--- config.mk ---
export PLATFORM = sky130hd
export DESIGN_NAME = mem_read_subsystem
export DESIGN_NICKNAME = d
export VERILOG_FILES = /design/src/source/mem_arb_pkg.sv /design/src/source/mem_read_subsystem.sv /design/src/source/mem_to_axi_read.sv /design/src/source/mem_resp_demux.sv /design/src/source/mem_read_arbiter.sv /design/src/source/icache_line_upsize.sv /design/src/source/mem_fifo_reg.sv
export VERILOG_INCLUDE_DIRS = /design/src /design/src/include
export SDC_FILE = /design/constraint.sdc
export NUM_CORES = 1
export LEC_CHECK = 0
export BUFFER_PORTS_ARGS = -buffer_cell sky130_fd_sc_hd__buf_4
export CAP_MARGIN = 20
export CORE_AREA = 2 2 208 210
export DETAILED_ROUTE_END_ITERATION = 12
export DIE_AREA = 0 0 210 212
export HOLD_SLACK_MARGIN = 0.05
export PLACE_DENSITY_LB_ADDON = 0.12
export SLEW_MARGIN = 20
export SYNTH_ARGS = -nofsm -noshare
export SYNTH_HDL_FRONTEND = slang
export SYNTH_HIERARCHICAL = 1
export SYNTH_SLANG_ARGS = --single-unit
--- constraint.sdc ---
create_clock -name clk_i -period 8.4 [get_ports clk_i]
set_input_delay 0.84 -clock clk_i [delete_from_list [all_inputs] [get_ports clk_i]]
set_output_delay 0.84 -clock clk_i [all_outputs]
set_load 0.01 [all_outputs]
--- src/include/mem_arb_config.svh ---
// Line width must be a whole multiple of the data width, and the data width no wider than a line
`ifndef MEM_ARB_CONFIG_SVH
`define MEM_ARB_CONFIG_SVH

// AXI read data bus width in bits
`define MEM_DATA_WIDTH 64

// Instruction cache refill line width in bits
`define ICACHE_LINE_WIDTH 128

// Physical address width
`define MEM_ADDR_WIDTH 32

// Transaction id width, shared by all requesters
`define MEM_ID_WIDTH 4

// Read requesters: icache miss, dcache miss, dcache uncached read
`define N_READ_PORTS 3

`endif
--- src/source/mem_arb_pkg.sv ---
// Types assume AXI4 burst lengths (8-bit len) and byte-sized beats no wider than 128 bytes
`include "mem_arb_config.svh"

package mem_arb_pkg;

  // Refill beats per instruction line and log2 of bytes per beat
  localparam int ICACHE_BEATS     = `ICACHE_LINE_WIDTH / `MEM_DATA_WIDTH;
  localparam int ICACHE_BEAT_SIZE = $clog2(`MEM_DATA_WIDTH / 8);

  typedef logic [`MEM_ID_WIDTH-1:0]      mem_id_t;
  typedef logic [`MEM_ADDR_WIDTH-1:0]    mem_addr_t;
  typedef logic [`MEM_DATA_WIDTH-1:0]    mem_data_t;
  typedef logic [7:0]                    mem_len_t;
  typedef logic [2:0]                    mem_size_t;
  typedef logic [`ICACHE_LINE_WIDTH-1:0] icache_line_t;

  // Read request from a cache port
  typedef struct packed {
    mem_addr_t addr;
    mem_len_t  len;
    mem_size_t size;
    mem_id_t   id;
    logic      cacheable;
  } mem_req_t;

  // One read response beat towards a cache port
  typedef struct packed {
    mem_data_t data;
    mem_id_t   id;
    logic      last;
  } mem_resp_r_t;

  // AR channel payload
  typedef struct packed {
    mem_id_t   id;
    mem_addr_t addr;
    mem_len_t  len;
    mem_size_t size;
    logic      cacheable;
  } axi_ar_t;

  // R channel payload
  typedef struct packed {
    mem_id_t   id;
    mem_data_t data;
    logic      last;
  } axi_r_t;

endpackage

--- src/source/mem_read_subsystem.sv ---
// Read path only; responses route by id, so data cache ids must differ from both fixed ids
`include "mem_arb_config.svh"

module mem_read_subsystem import mem_arb_pkg::*; (
  input  logic         clk_i,
  input  logic         reset_i,

  // Instruction cache
  input  logic         icache_miss_valid_i,
  output logic         icache_miss_ready_o,
  input  mem_addr_t    icache_miss_paddr_i,
  input  mem_id_t      icache_miss_id_i,
  output logic         icache_refill_valid_o,
  output icache_line_t icache_refill_data_o,
  output mem_id_t      icache_refill_id_o,

  // Data cache miss
  input  logic         dcache_miss_valid_i,
  output logic         dcache_miss_ready_o,
  input  mem_req_t     dcache_miss_i,
  output logic         dcache_miss_resp_valid_o,
  input  logic         dcache_miss_resp_ready_i,
  output mem_resp_r_t  dcache_miss_resp_o,

  // Uncached read
  input  logic         uc_read_valid_i,
  output logic         uc_read_ready_o,
  input  mem_req_t     uc_read_i,
  input  mem_id_t      uc_read_id_i,
  output logic         uc_read_resp_valid_o,
  input  logic         uc_read_resp_ready_i,
  output mem_resp_r_t  uc_read_resp_o,

  // AXI read channels
  output logic         axi_ar_valid_o,
  input  logic         axi_ar_ready_i,
  output axi_ar_t      axi_ar_o,
  input  logic         axi_r_valid_i,
  output logic         axi_r_ready_o,
  input  axi_r_t       axi_r_i
);

  mem_req_t                     icache_req;
  logic [`N_READ_PORTS-1:0]     rd_valid;
  logic [`N_READ_PORTS-1:0]     rd_ready;
  mem_req_t [`N_READ_PORTS-1:0] rd_req;
  logic                         arb_valid;
  logic                         arb_ready;
  mem_req_t                     arb_req;
  logic                         resp_valid;
  logic                         resp_ready;
  mem_resp_r_t                  resp;
  mem_resp_r_t                  resp_routed;
  logic                         refill_beat_valid;

  // Full-line burst for an instruction miss
  assign icache_req = '{
    addr:      icache_miss_paddr_i,
    len:       mem_len_t'(ICACHE_BEATS - 1),
    size:      mem_size_t'(ICACHE_BEAT_SIZE),
    id:        icache_miss_id_i,
    cacheable: 1'b1
  };

  // Keeps the miss stable if the icache withdraws it
  mem_fifo_reg #(
    .payload_t (mem_req_t)
  ) i_icache_req_reg (
    .clk_i      (clk_i),
    .reset_i    (reset_i),
    .wr_valid_i (icache_miss_valid_i),
    .wr_ready_o (icache_miss_ready_o),
    .wr_data_i  (icache_req),
    .rd_valid_o (rd_valid[0]),
    .rd_ready_i (rd_ready[0]),
    .rd_data_o  (rd_req[0])
  );

  assign rd_valid[1]         = dcache_miss_valid_i;
  assign rd_req[1]           = dcache_miss_i;
  assign dcache_miss_ready_o = rd_ready[1];

  assign rd_valid[2]     = uc_read_valid_i;
  assign rd_req[2]       = uc_read_i;
  assign uc_read_ready_o = rd_ready[2];

  mem_read_arbiter i_read_arbiter (
    .clk_i       (clk_i),
    .reset_i     (reset_i),
    .req_valid_i (rd_valid),
    .req_ready_o (rd_ready),
    .req_i       (rd_req),
    .arb_valid_o (arb_valid),
    .arb_ready_i (arb_ready),
    .arb_req_o   (arb_req)
  );

  mem_to_axi_read i_to_axi_read (
    .clk_i          (clk_i),
    .reset_i        (reset_i),
    .req_valid_i    (arb_valid),
    .req_ready_o    (arb_ready),
    .req_i          (arb_req),
    .axi_ar_valid_o (axi_ar_valid_o),
    .axi_ar_ready_i (axi_ar_ready_i),
    .axi_ar_o       (axi_ar_o),
    .axi_r_valid_i  (axi_r_valid_i),
    .axi_r_ready_o  (axi_r_ready_o),
    .axi_r_i        (axi_r_i),
    .resp_valid_o   (resp_valid),
    .resp_ready_i   (resp_ready),
    .resp_o         (resp)
  );

  mem_resp_demux i_resp_demux (
    .resp_valid_i   (resp_valid),
    .resp_ready_o   (resp_ready),
    .resp_i         (resp),
    .icache_id_i    (icache_miss_id_i),
    .uc_read_id_i   (uc_read_id_i),
    .icache_valid_o (refill_beat_valid),
    .dcache_valid_o (dcache_miss_resp_valid_o),
    .dcache_ready_i (dcache_miss_resp_ready_i),
    .uc_valid_o     (uc_read_resp_valid_o),
    .uc_ready_i     (uc_read_resp_ready_i),
    .resp_o         (resp_routed)
  );

  assign dcache_miss_resp_o = resp_routed;
  assign uc_read_resp_o     = resp_routed;

  icache_line_upsize i_line_upsize (
    .clk_i        (clk_i),
    .reset_i      (reset_i),
    .beat_valid_i (refill_beat_valid),
    .beat_i       (resp_routed),
    .line_valid_o (icache_refill_valid_o),
    .line_o       (icache_refill_data_o),
    .line_id_o    (icache_refill_id_o)
  );

endmodule

--- src/source/mem_to_axi_read.sv ---
// No response error or user signals; the R path is combinational and the AR path registered
module mem_to_axi_read import mem_arb_pkg::*; (
  input  logic        clk_i,
  input  logic        reset_i,

  input  logic        req_valid_i,
  output logic        req_ready_o,
  input  mem_req_t    req_i,

  output logic        axi_ar_valid_o,
  input  logic        axi_ar_ready_i,
  output axi_ar_t     axi_ar_o,

  input  logic        axi_r_valid_i,
  output logic        axi_r_ready_o,
  input  axi_r_t      axi_r_i,

  output logic        resp_valid_o,
  input  logic        resp_ready_i,
  output mem_resp_r_t resp_o
);

  axi_ar_t ar_wdata;

  // Request fields in AR order
  assign ar_wdata = '{
    id:        req_i.id,
    addr:      req_i.addr,
    len:       req_i.len,
    size:      req_i.size,
    cacheable: req_i.cacheable
  };

  // AR stage holds the channel stable under AR back-pressure
  mem_fifo_reg #(
    .payload_t (axi_ar_t)
  ) i_ar_reg (
    .clk_i      (clk_i),
    .reset_i    (reset_i),
    .wr_valid_i (req_valid_i),
    .wr_ready_o (req_ready_o),
    .wr_data_i  (ar_wdata),
    .rd_valid_o (axi_ar_valid_o),
    .rd_ready_i (axi_ar_ready_i),
    .rd_data_o  (axi_ar_o)
  );

  assign resp_valid_o  = axi_r_valid_i;
  assign axi_r_ready_o = resp_ready_i;
  assign resp_o        = '{data: axi_r_i.data, id: axi_r_i.id, last: axi_r_i.last};

endmodule

--- src/source/mem_resp_demux.sv ---
// Purely combinational; if both configured ids are equal the instruction port takes the beat
module mem_resp_demux import mem_arb_pkg::*; (
  input  logic        resp_valid_i,
  output logic        resp_ready_o,
  input  mem_resp_r_t resp_i,

  input  mem_id_t     icache_id_i,
  input  mem_id_t     uc_read_id_i,

  output logic        icache_valid_o,

  output logic        dcache_valid_o,
  input  logic        dcache_ready_i,

  output logic        uc_valid_o,
  input  logic        uc_ready_i,

  output mem_resp_r_t resp_o
);

  logic to_icache;
  logic to_uc;
  logic to_dcache;

  // Destination decode from the beat id
  assign to_icache = (resp_i.id == icache_id_i);
  assign to_uc     = ~to_icache && (resp_i.id == uc_read_id_i);
  assign to_dcache = ~to_icache && ~to_uc;

  assign icache_valid_o = resp_valid_i & to_icache;
  assign uc_valid_o     = resp_valid_i & to_uc;
  assign dcache_valid_o = resp_valid_i & to_dcache;

  // Upsizer never back-pressures
  always_comb begin
    if (to_icache) begin
      resp_ready_o = 1'b1;
    end else if (to_uc) begin
      resp_ready_o = uc_ready_i;
    end else begin
      resp_ready_o = dcache_ready_i;
    end
  end

  // Payload is shared, only the valids select
  assign resp_o = resp_i;

endmodule

--- src/source/mem_read_arbiter.sv ---
// Requesters must keep valid and payload stable until ready, or a held grant stalls the bus
`include "mem_arb_config.svh"

module mem_read_arbiter import mem_arb_pkg::*; (
  input  logic                         clk_i,
  input  logic                         reset_i,

  input  logic [`N_READ_PORTS-1:0]     req_valid_i,
  output logic [`N_READ_PORTS-1:0]     req_ready_o,
  input  mem_req_t [`N_READ_PORTS-1:0] req_i,

  output logic                         arb_valid_o,
  input  logic                         arb_ready_i,
  output mem_req_t                     arb_req_o
);

  localparam int N     = `N_READ_PORTS;
  localparam int IDX_W = (N > 1) ? $clog2(N) : 1;

  typedef logic [IDX_W-1:0] port_idx_t;

  port_idx_t last_q;
  port_idx_t gnt_q;
  logic      hold_q;
  port_idx_t pick;
  port_idx_t sel;

  // First valid port after the last winner
  always_comb begin
    int   idx;
    logic found;
    pick  = last_q;
    found = 1'b0;
    for (int k = 1; k <= N; k++) begin
      idx = (int'(last_q) + k) % N;
      if (!found && req_valid_i[idx]) begin
        pick  = port_idx_t'(idx);
        found = 1'b1;
      end
    end
  end

  // A stalled grant stays on the same port
  assign sel         = hold_q ? gnt_q : pick;
  assign arb_valid_o = req_valid_i[sel];
  assign arb_req_o   = req_i[sel];

  always_comb begin
    for (int i = 0; i < N; i++) begin
      req_ready_o[i] = arb_valid_o && arb_ready_i && (sel == port_idx_t'(i));
    end
  end

  always_ff @(posedge clk_i) begin
    if (reset_i) begin
      last_q <= port_idx_t'(N - 1);
      gnt_q  <= '0;
      hold_q <= 1'b0;
    end else if (arb_valid_o) begin
      if (arb_ready_i) begin
        last_q <= sel;
        hold_q <= 1'b0;
      end else begin
        gnt_q  <= sel;
        hold_q <= 1'b1;
      end
    end
  end

endmodule

--- src/source/icache_line_upsize.sv ---
// Always accepts beats; a line is assumed to arrive as ICACHE_BEATS beats ending with last
module icache_line_upsize import mem_arb_pkg::*; (
  input  logic         clk_i,
  input  logic         reset_i,

  input  logic         beat_valid_i,
  input  mem_resp_r_t  beat_i,

  output logic         line_valid_o,
  output icache_line_t line_o,
  output mem_id_t      line_id_o
);

  localparam int SLOT_W = (ICACHE_BEATS > 1) ? $clog2(ICACHE_BEATS) : 1;

  logic [SLOT_W-1:0]              slot_q;
  mem_data_t [ICACHE_BEATS-1:0]   beats_q;
  mem_id_t                        id_q;
  logic                           valid_q;

  // Slot counter and refill pulse
  always_ff @(posedge clk_i) begin
    if (reset_i) begin
      slot_q  <= '0;
      valid_q <= 1'b0;
    end else begin
      valid_q <= beat_valid_i & beat_i.last;
      if (beat_valid_i) begin
        if (beat_i.last) begin
          slot_q <= '0;
        end else begin
          slot_q <= slot_q + 1'b1;
        end
      end
    end
  end

  // Low half is filled first
  always_ff @(posedge clk_i) begin
    if (beat_valid_i) begin
      beats_q[slot_q] <= beat_i.data;
      if (beat_i.last) begin
        id_q <= beat_i.id;
      end
    end
  end

  // Next line may start overwriting in the pulse cycle, visible only afterwards
  assign line_valid_o = valid_q;
  assign line_o       = icache_line_t'(beats_q);
  assign line_id_o    = id_q;

endmodule

--- src/source/mem_fifo_reg.sv ---
// Single entry only; wr_ready_o depends combinationally on rd_ready_i when the entry is full
module mem_fifo_reg #(
  parameter type payload_t = logic
) (
  input  logic     clk_i,
  input  logic     reset_i,

  input  logic     wr_valid_i,
  output logic     wr_ready_o,
  input  payload_t wr_data_i,

  output logic     rd_valid_o,
  input  logic     rd_ready_i,
  output payload_t rd_data_o
);

  logic     full_q;
  payload_t data_q;

  // Accept when empty or when the held item leaves this cycle
  assign wr_ready_o = ~full_q | rd_ready_i;
  assign rd_valid_o = full_q;
  assign rd_data_o  = data_q;

  always_ff @(posedge clk_i) begin
    if (reset_i) begin
      full_q <= 1'b0;
    end else if (wr_valid_i && wr_ready_o) begin
      full_q <= 1'b1;
    end else if (rd_ready_i) begin
      full_q <= 1'b0;
    end
  end

  // Payload only moves on a write handshake
  always_ff @(posedge clk_i) begin
    if (wr_valid_i && wr_ready_o) begin
      data_q <= wr_data_i;
    end
  end

endmodule

==> results.json <==
{
  "outcome": "complete, no violations",
  "multiInputGateArea_mm2": 0.001725,
  "gr-total-overflow": 0,
  "maxCapViolCount": 0,
  "synth_seq_cells": 237,
  "fmax_mhz": 230.9,
  "hold_depth": 1,
  "antenna_found_initial": 0,
  "wirelength_um": 32600,
  "dieArea_mm2": 0.04452,
  "crit_path_max_incr_delay_ns": 0.49,
  "grt_max_degree": 66,
  "start_kind": "flip-flop",
  "ios": 540,
  "cts_tree": "done",
  "yosysSeqAreaShare": 0.6769,
  "grt_usage": 0.1380,
  "min_path_type": "in -> reg",
  "cts_buffers": 29,
  "crit_family": "multiplexers",
  "period_minus_slack_ns": 4.331,
  "power_density_mw_per_mm2": 306.8,
  "finalHoldViolations": 0,
  "critical_path_class": "reg -> out",
  "drtIter0Drc": 318,
  "cp_slowest_cell": "ha_1",
  "yosysMostFrequentCell": "edfxtp_1",
  "tightest_slew_ns": 0.9588,
  "regArea_mm2": 0.007027,
  "fp.dieW_um": 210,
  "drive_gt1_frac": 0.5766,
  "clk_pin_slew_ns": 0.06,
  "slew_headroom": 0.3608,
  "yosys.area.top_type": "edfxtp_1",
  "syn_area_per_cell_um2": 15.59,
  "p_leak_uw": 0.006022,
  "cts_hold_buf": 0,
  "vias_per_cell": 3.984,
  "setup_viol": 0,
  "period_share": 0.5156,
  "worstSetupEndpointType": "output port",
  "place_congestion": 0.7271,
  "timing.clock.skew_ns": 0.02143,
  "first_pass_iters": 4,
  "h-tree-depth": 1,
  "die_h_um": 212,
  "dr_total_vias": 6335,
  "vdd_drop_max_mv": 0.2418,
  "num_rows": 76,
  "path_cells": "inv_1, ha_1, mux2_2, o41ai_2, a31oi_4, mux2_4, and3_1, nor2b_1, nand2b_4, buf_4",
  "fin_setup_tns_ns": 0,
  "fill_cells": 4127,
  "synth_cells": 666,
  "antennaDiodeCount": 0,
  "worstPathArrival_ns": 3.49,
  "netlist_area_mm2": 0.01038,
  "cp_data_required_time_ns": 7.56,
  "final_nets": 1242,
  "synthArstFlopShare": 0,
  "clock-sinks": 237,
  "cts_root_buf": "clkbuf_16",
  "port_buffers": 539,
  "clockBufferDepth": 3,
  "hold_ws_ns": 0.4684,
  "synth_area_leaders": "edfxtp_1 66%, buf_4 15%, mux2i_1 5.0%",
  "start_util": 0.2442,
  "worst-path-stages": 10,
  "crit_path_max_fanout": 10,
  "reg2reg_depth": 9,
  "synth_top_area_share": 0.6595,
  "synthTopCellsByCount": "228 x edfxtp_1, 210 x buf_4, 52 x mux2i_1",
  "yosysWarnings": 6,
  "synth_enable_flop_cells": 228,
  "cts_setup_buffers": 0,
  "design.core.area_mm2": 0.04251,
  "drc": 0,
  "rsz0062_at_grt": "false",
  "ant_nets": 0,
  "synth_ff_type": "edfxtp_1",
  "slew_violations": 0,
  "grt_pass1_vias": 6495,
  "syn_to_final_growth_pct": 39.24,
  "synth.distinct_cells": 57,
  "cts_resized": 0,
  "grt_pass1_wl_um": 44840,
  "worstSkewPairLatency_ns": 0.56,
  "worst-path-buf-inv": 2,
  "avgRoutedWirePerCell_um": 20.51,
  "hpwl_um": 24120
}
cell type report:
class                      count  area share
inverter                       8    0.002077
sequential                   237      0.4861
clock inverter                14     0.01039
timing repair buffer         544      0.2825
multi-input combinational    204      0.1194
clock buffer                  37     0.05228
tap                          546     0.04726
state kept, by name (all words and copies together), names as in the netlist:
name / count
i_line_upsize/slot_q: 1
i_icache_req_reg/rd_data_o: 48
i_to_axi_read/i_ar_reg/rd_data_o: 48
i_line_upsize/line_valid_o: 1
i_line_upsize/line_id_o: 4
i_to_axi_read/i_ar_reg/rd_valid_o: 1
i_read_arbiter/gnt_q: 2
i_read_arbiter/last_q: 2
i_line_upsize/line_o: 128
i_icache_req_reg/rd_valid_o: 1
i_read_arbiter/hold_q: 1
per-stage QoR:
| stage | instances | utilization | area (um^2) | worst slack (ns) | total power, uW |
|---|---|---|---|---|---|
| 4_1_cts | 1590 | 0.3401 | 14460 | 3.997 | 4528 |
| 5_1_grt | 1590 | 0.3401 | 14460 | 3.873 | 4695 |
| 2_1_floorplan | 676 | - | 10420 | 4.897 | 2718 |
| 3_3_place_gp | 1539 | 0.3188 | 13550 | 4.230 | 3294 |
| 3_5_place_dp | 1539 | 0.3188 | 13550 | 4.192 | 3298 |
| 6_report | 1590 | 0.3401 | 14460 | 4.069 | 4436 |
worst paths after layout:
check,from,to,slack (ns)
max,i_read_arbiter/last_q[0],icache_miss_ready_o,4.07
min,icache_miss_paddr_i[2],i_icache_req_reg/rd_data_o[18],0.47
max reg2reg,i_read_arbiter/last_q[0],i_to_axi_read/i_ar_reg/rd_data_o[33],4.33
min reg2reg,i_read_arbiter/gnt_q[1],i_read_arbiter/gnt_q[1],0.50
cells by family (layout without fill, tap and decap cells):
logic type,Yosys count,in the layout,synth area share
flip-flops,237,237,0.6769
XOR/XNOR,8,8,0.006749
AND/OR/NAND/NOR,41,41,0.02688
buffers and inverters,235,603,0.1623
multiplexers,57,57,0.05629
adder cells (fa/ha/maj),4,4,0.004821
other,2,12,0.0007234
AO/OA/AOI/OAI,82,82,0.06533
where the power goes:
part | leakage [uW] | internal, uW | switching (uW) | total, uW
clock | 0.000440 | 722 | 487 | 1210
combinational | 0.00340 | 645 | 885 | 1530
sequential | 0.00218 | 1630 | 64.2 | 1700
layer usage:
metal / vias to the layer above / routed length, um / GRT usage
met3: 37 / 3356 / 0.05731
met4: 0 / 811 / 0.03693
met1: 3008 / 12210 / 0.1577
li1: 2971 / - / -
met5: - / 0 / 0
met2: 319 / 16220 / 0.2382
worst register-to-register path, delay by kind of cell (launching register included):
| kind | cells | cell delay [ns] |
|---|---|---|
| buffers and inverters | 2 | 0.83 |
| muxes | 2 | 0.69 |
| and+or+nand+nor | 1 | 0.64 |
| AOI/OAI and AO/OA | 3 | 0.62 |
| adders and majority gates | 1 | 0.49 |
| DFF | 1 | 0.38 |
placed cells by master (no fill, tap or decap), types with 3 or more instances in the layout:
cell         n
conb_1      12
dfxtp_1      9
clkbuf_1     8
mux2i_1     52
edfxtp_1   228
clkinv_1     5
a21oi_1      5
nand2b_1     4
nand2_1      3
buf_4      544
ha_1         4
xor2_1       4
nor2_1       3
bufinv_16    3
o211ai_1     6
and2_1       3
clkinv_2     4
nor2b_1      6
o2bb2ai_1   48
xnor2_1      4
inv_1        7
clkbuf_16   29
Note: power is estimated with default switching activity, not from simulation.
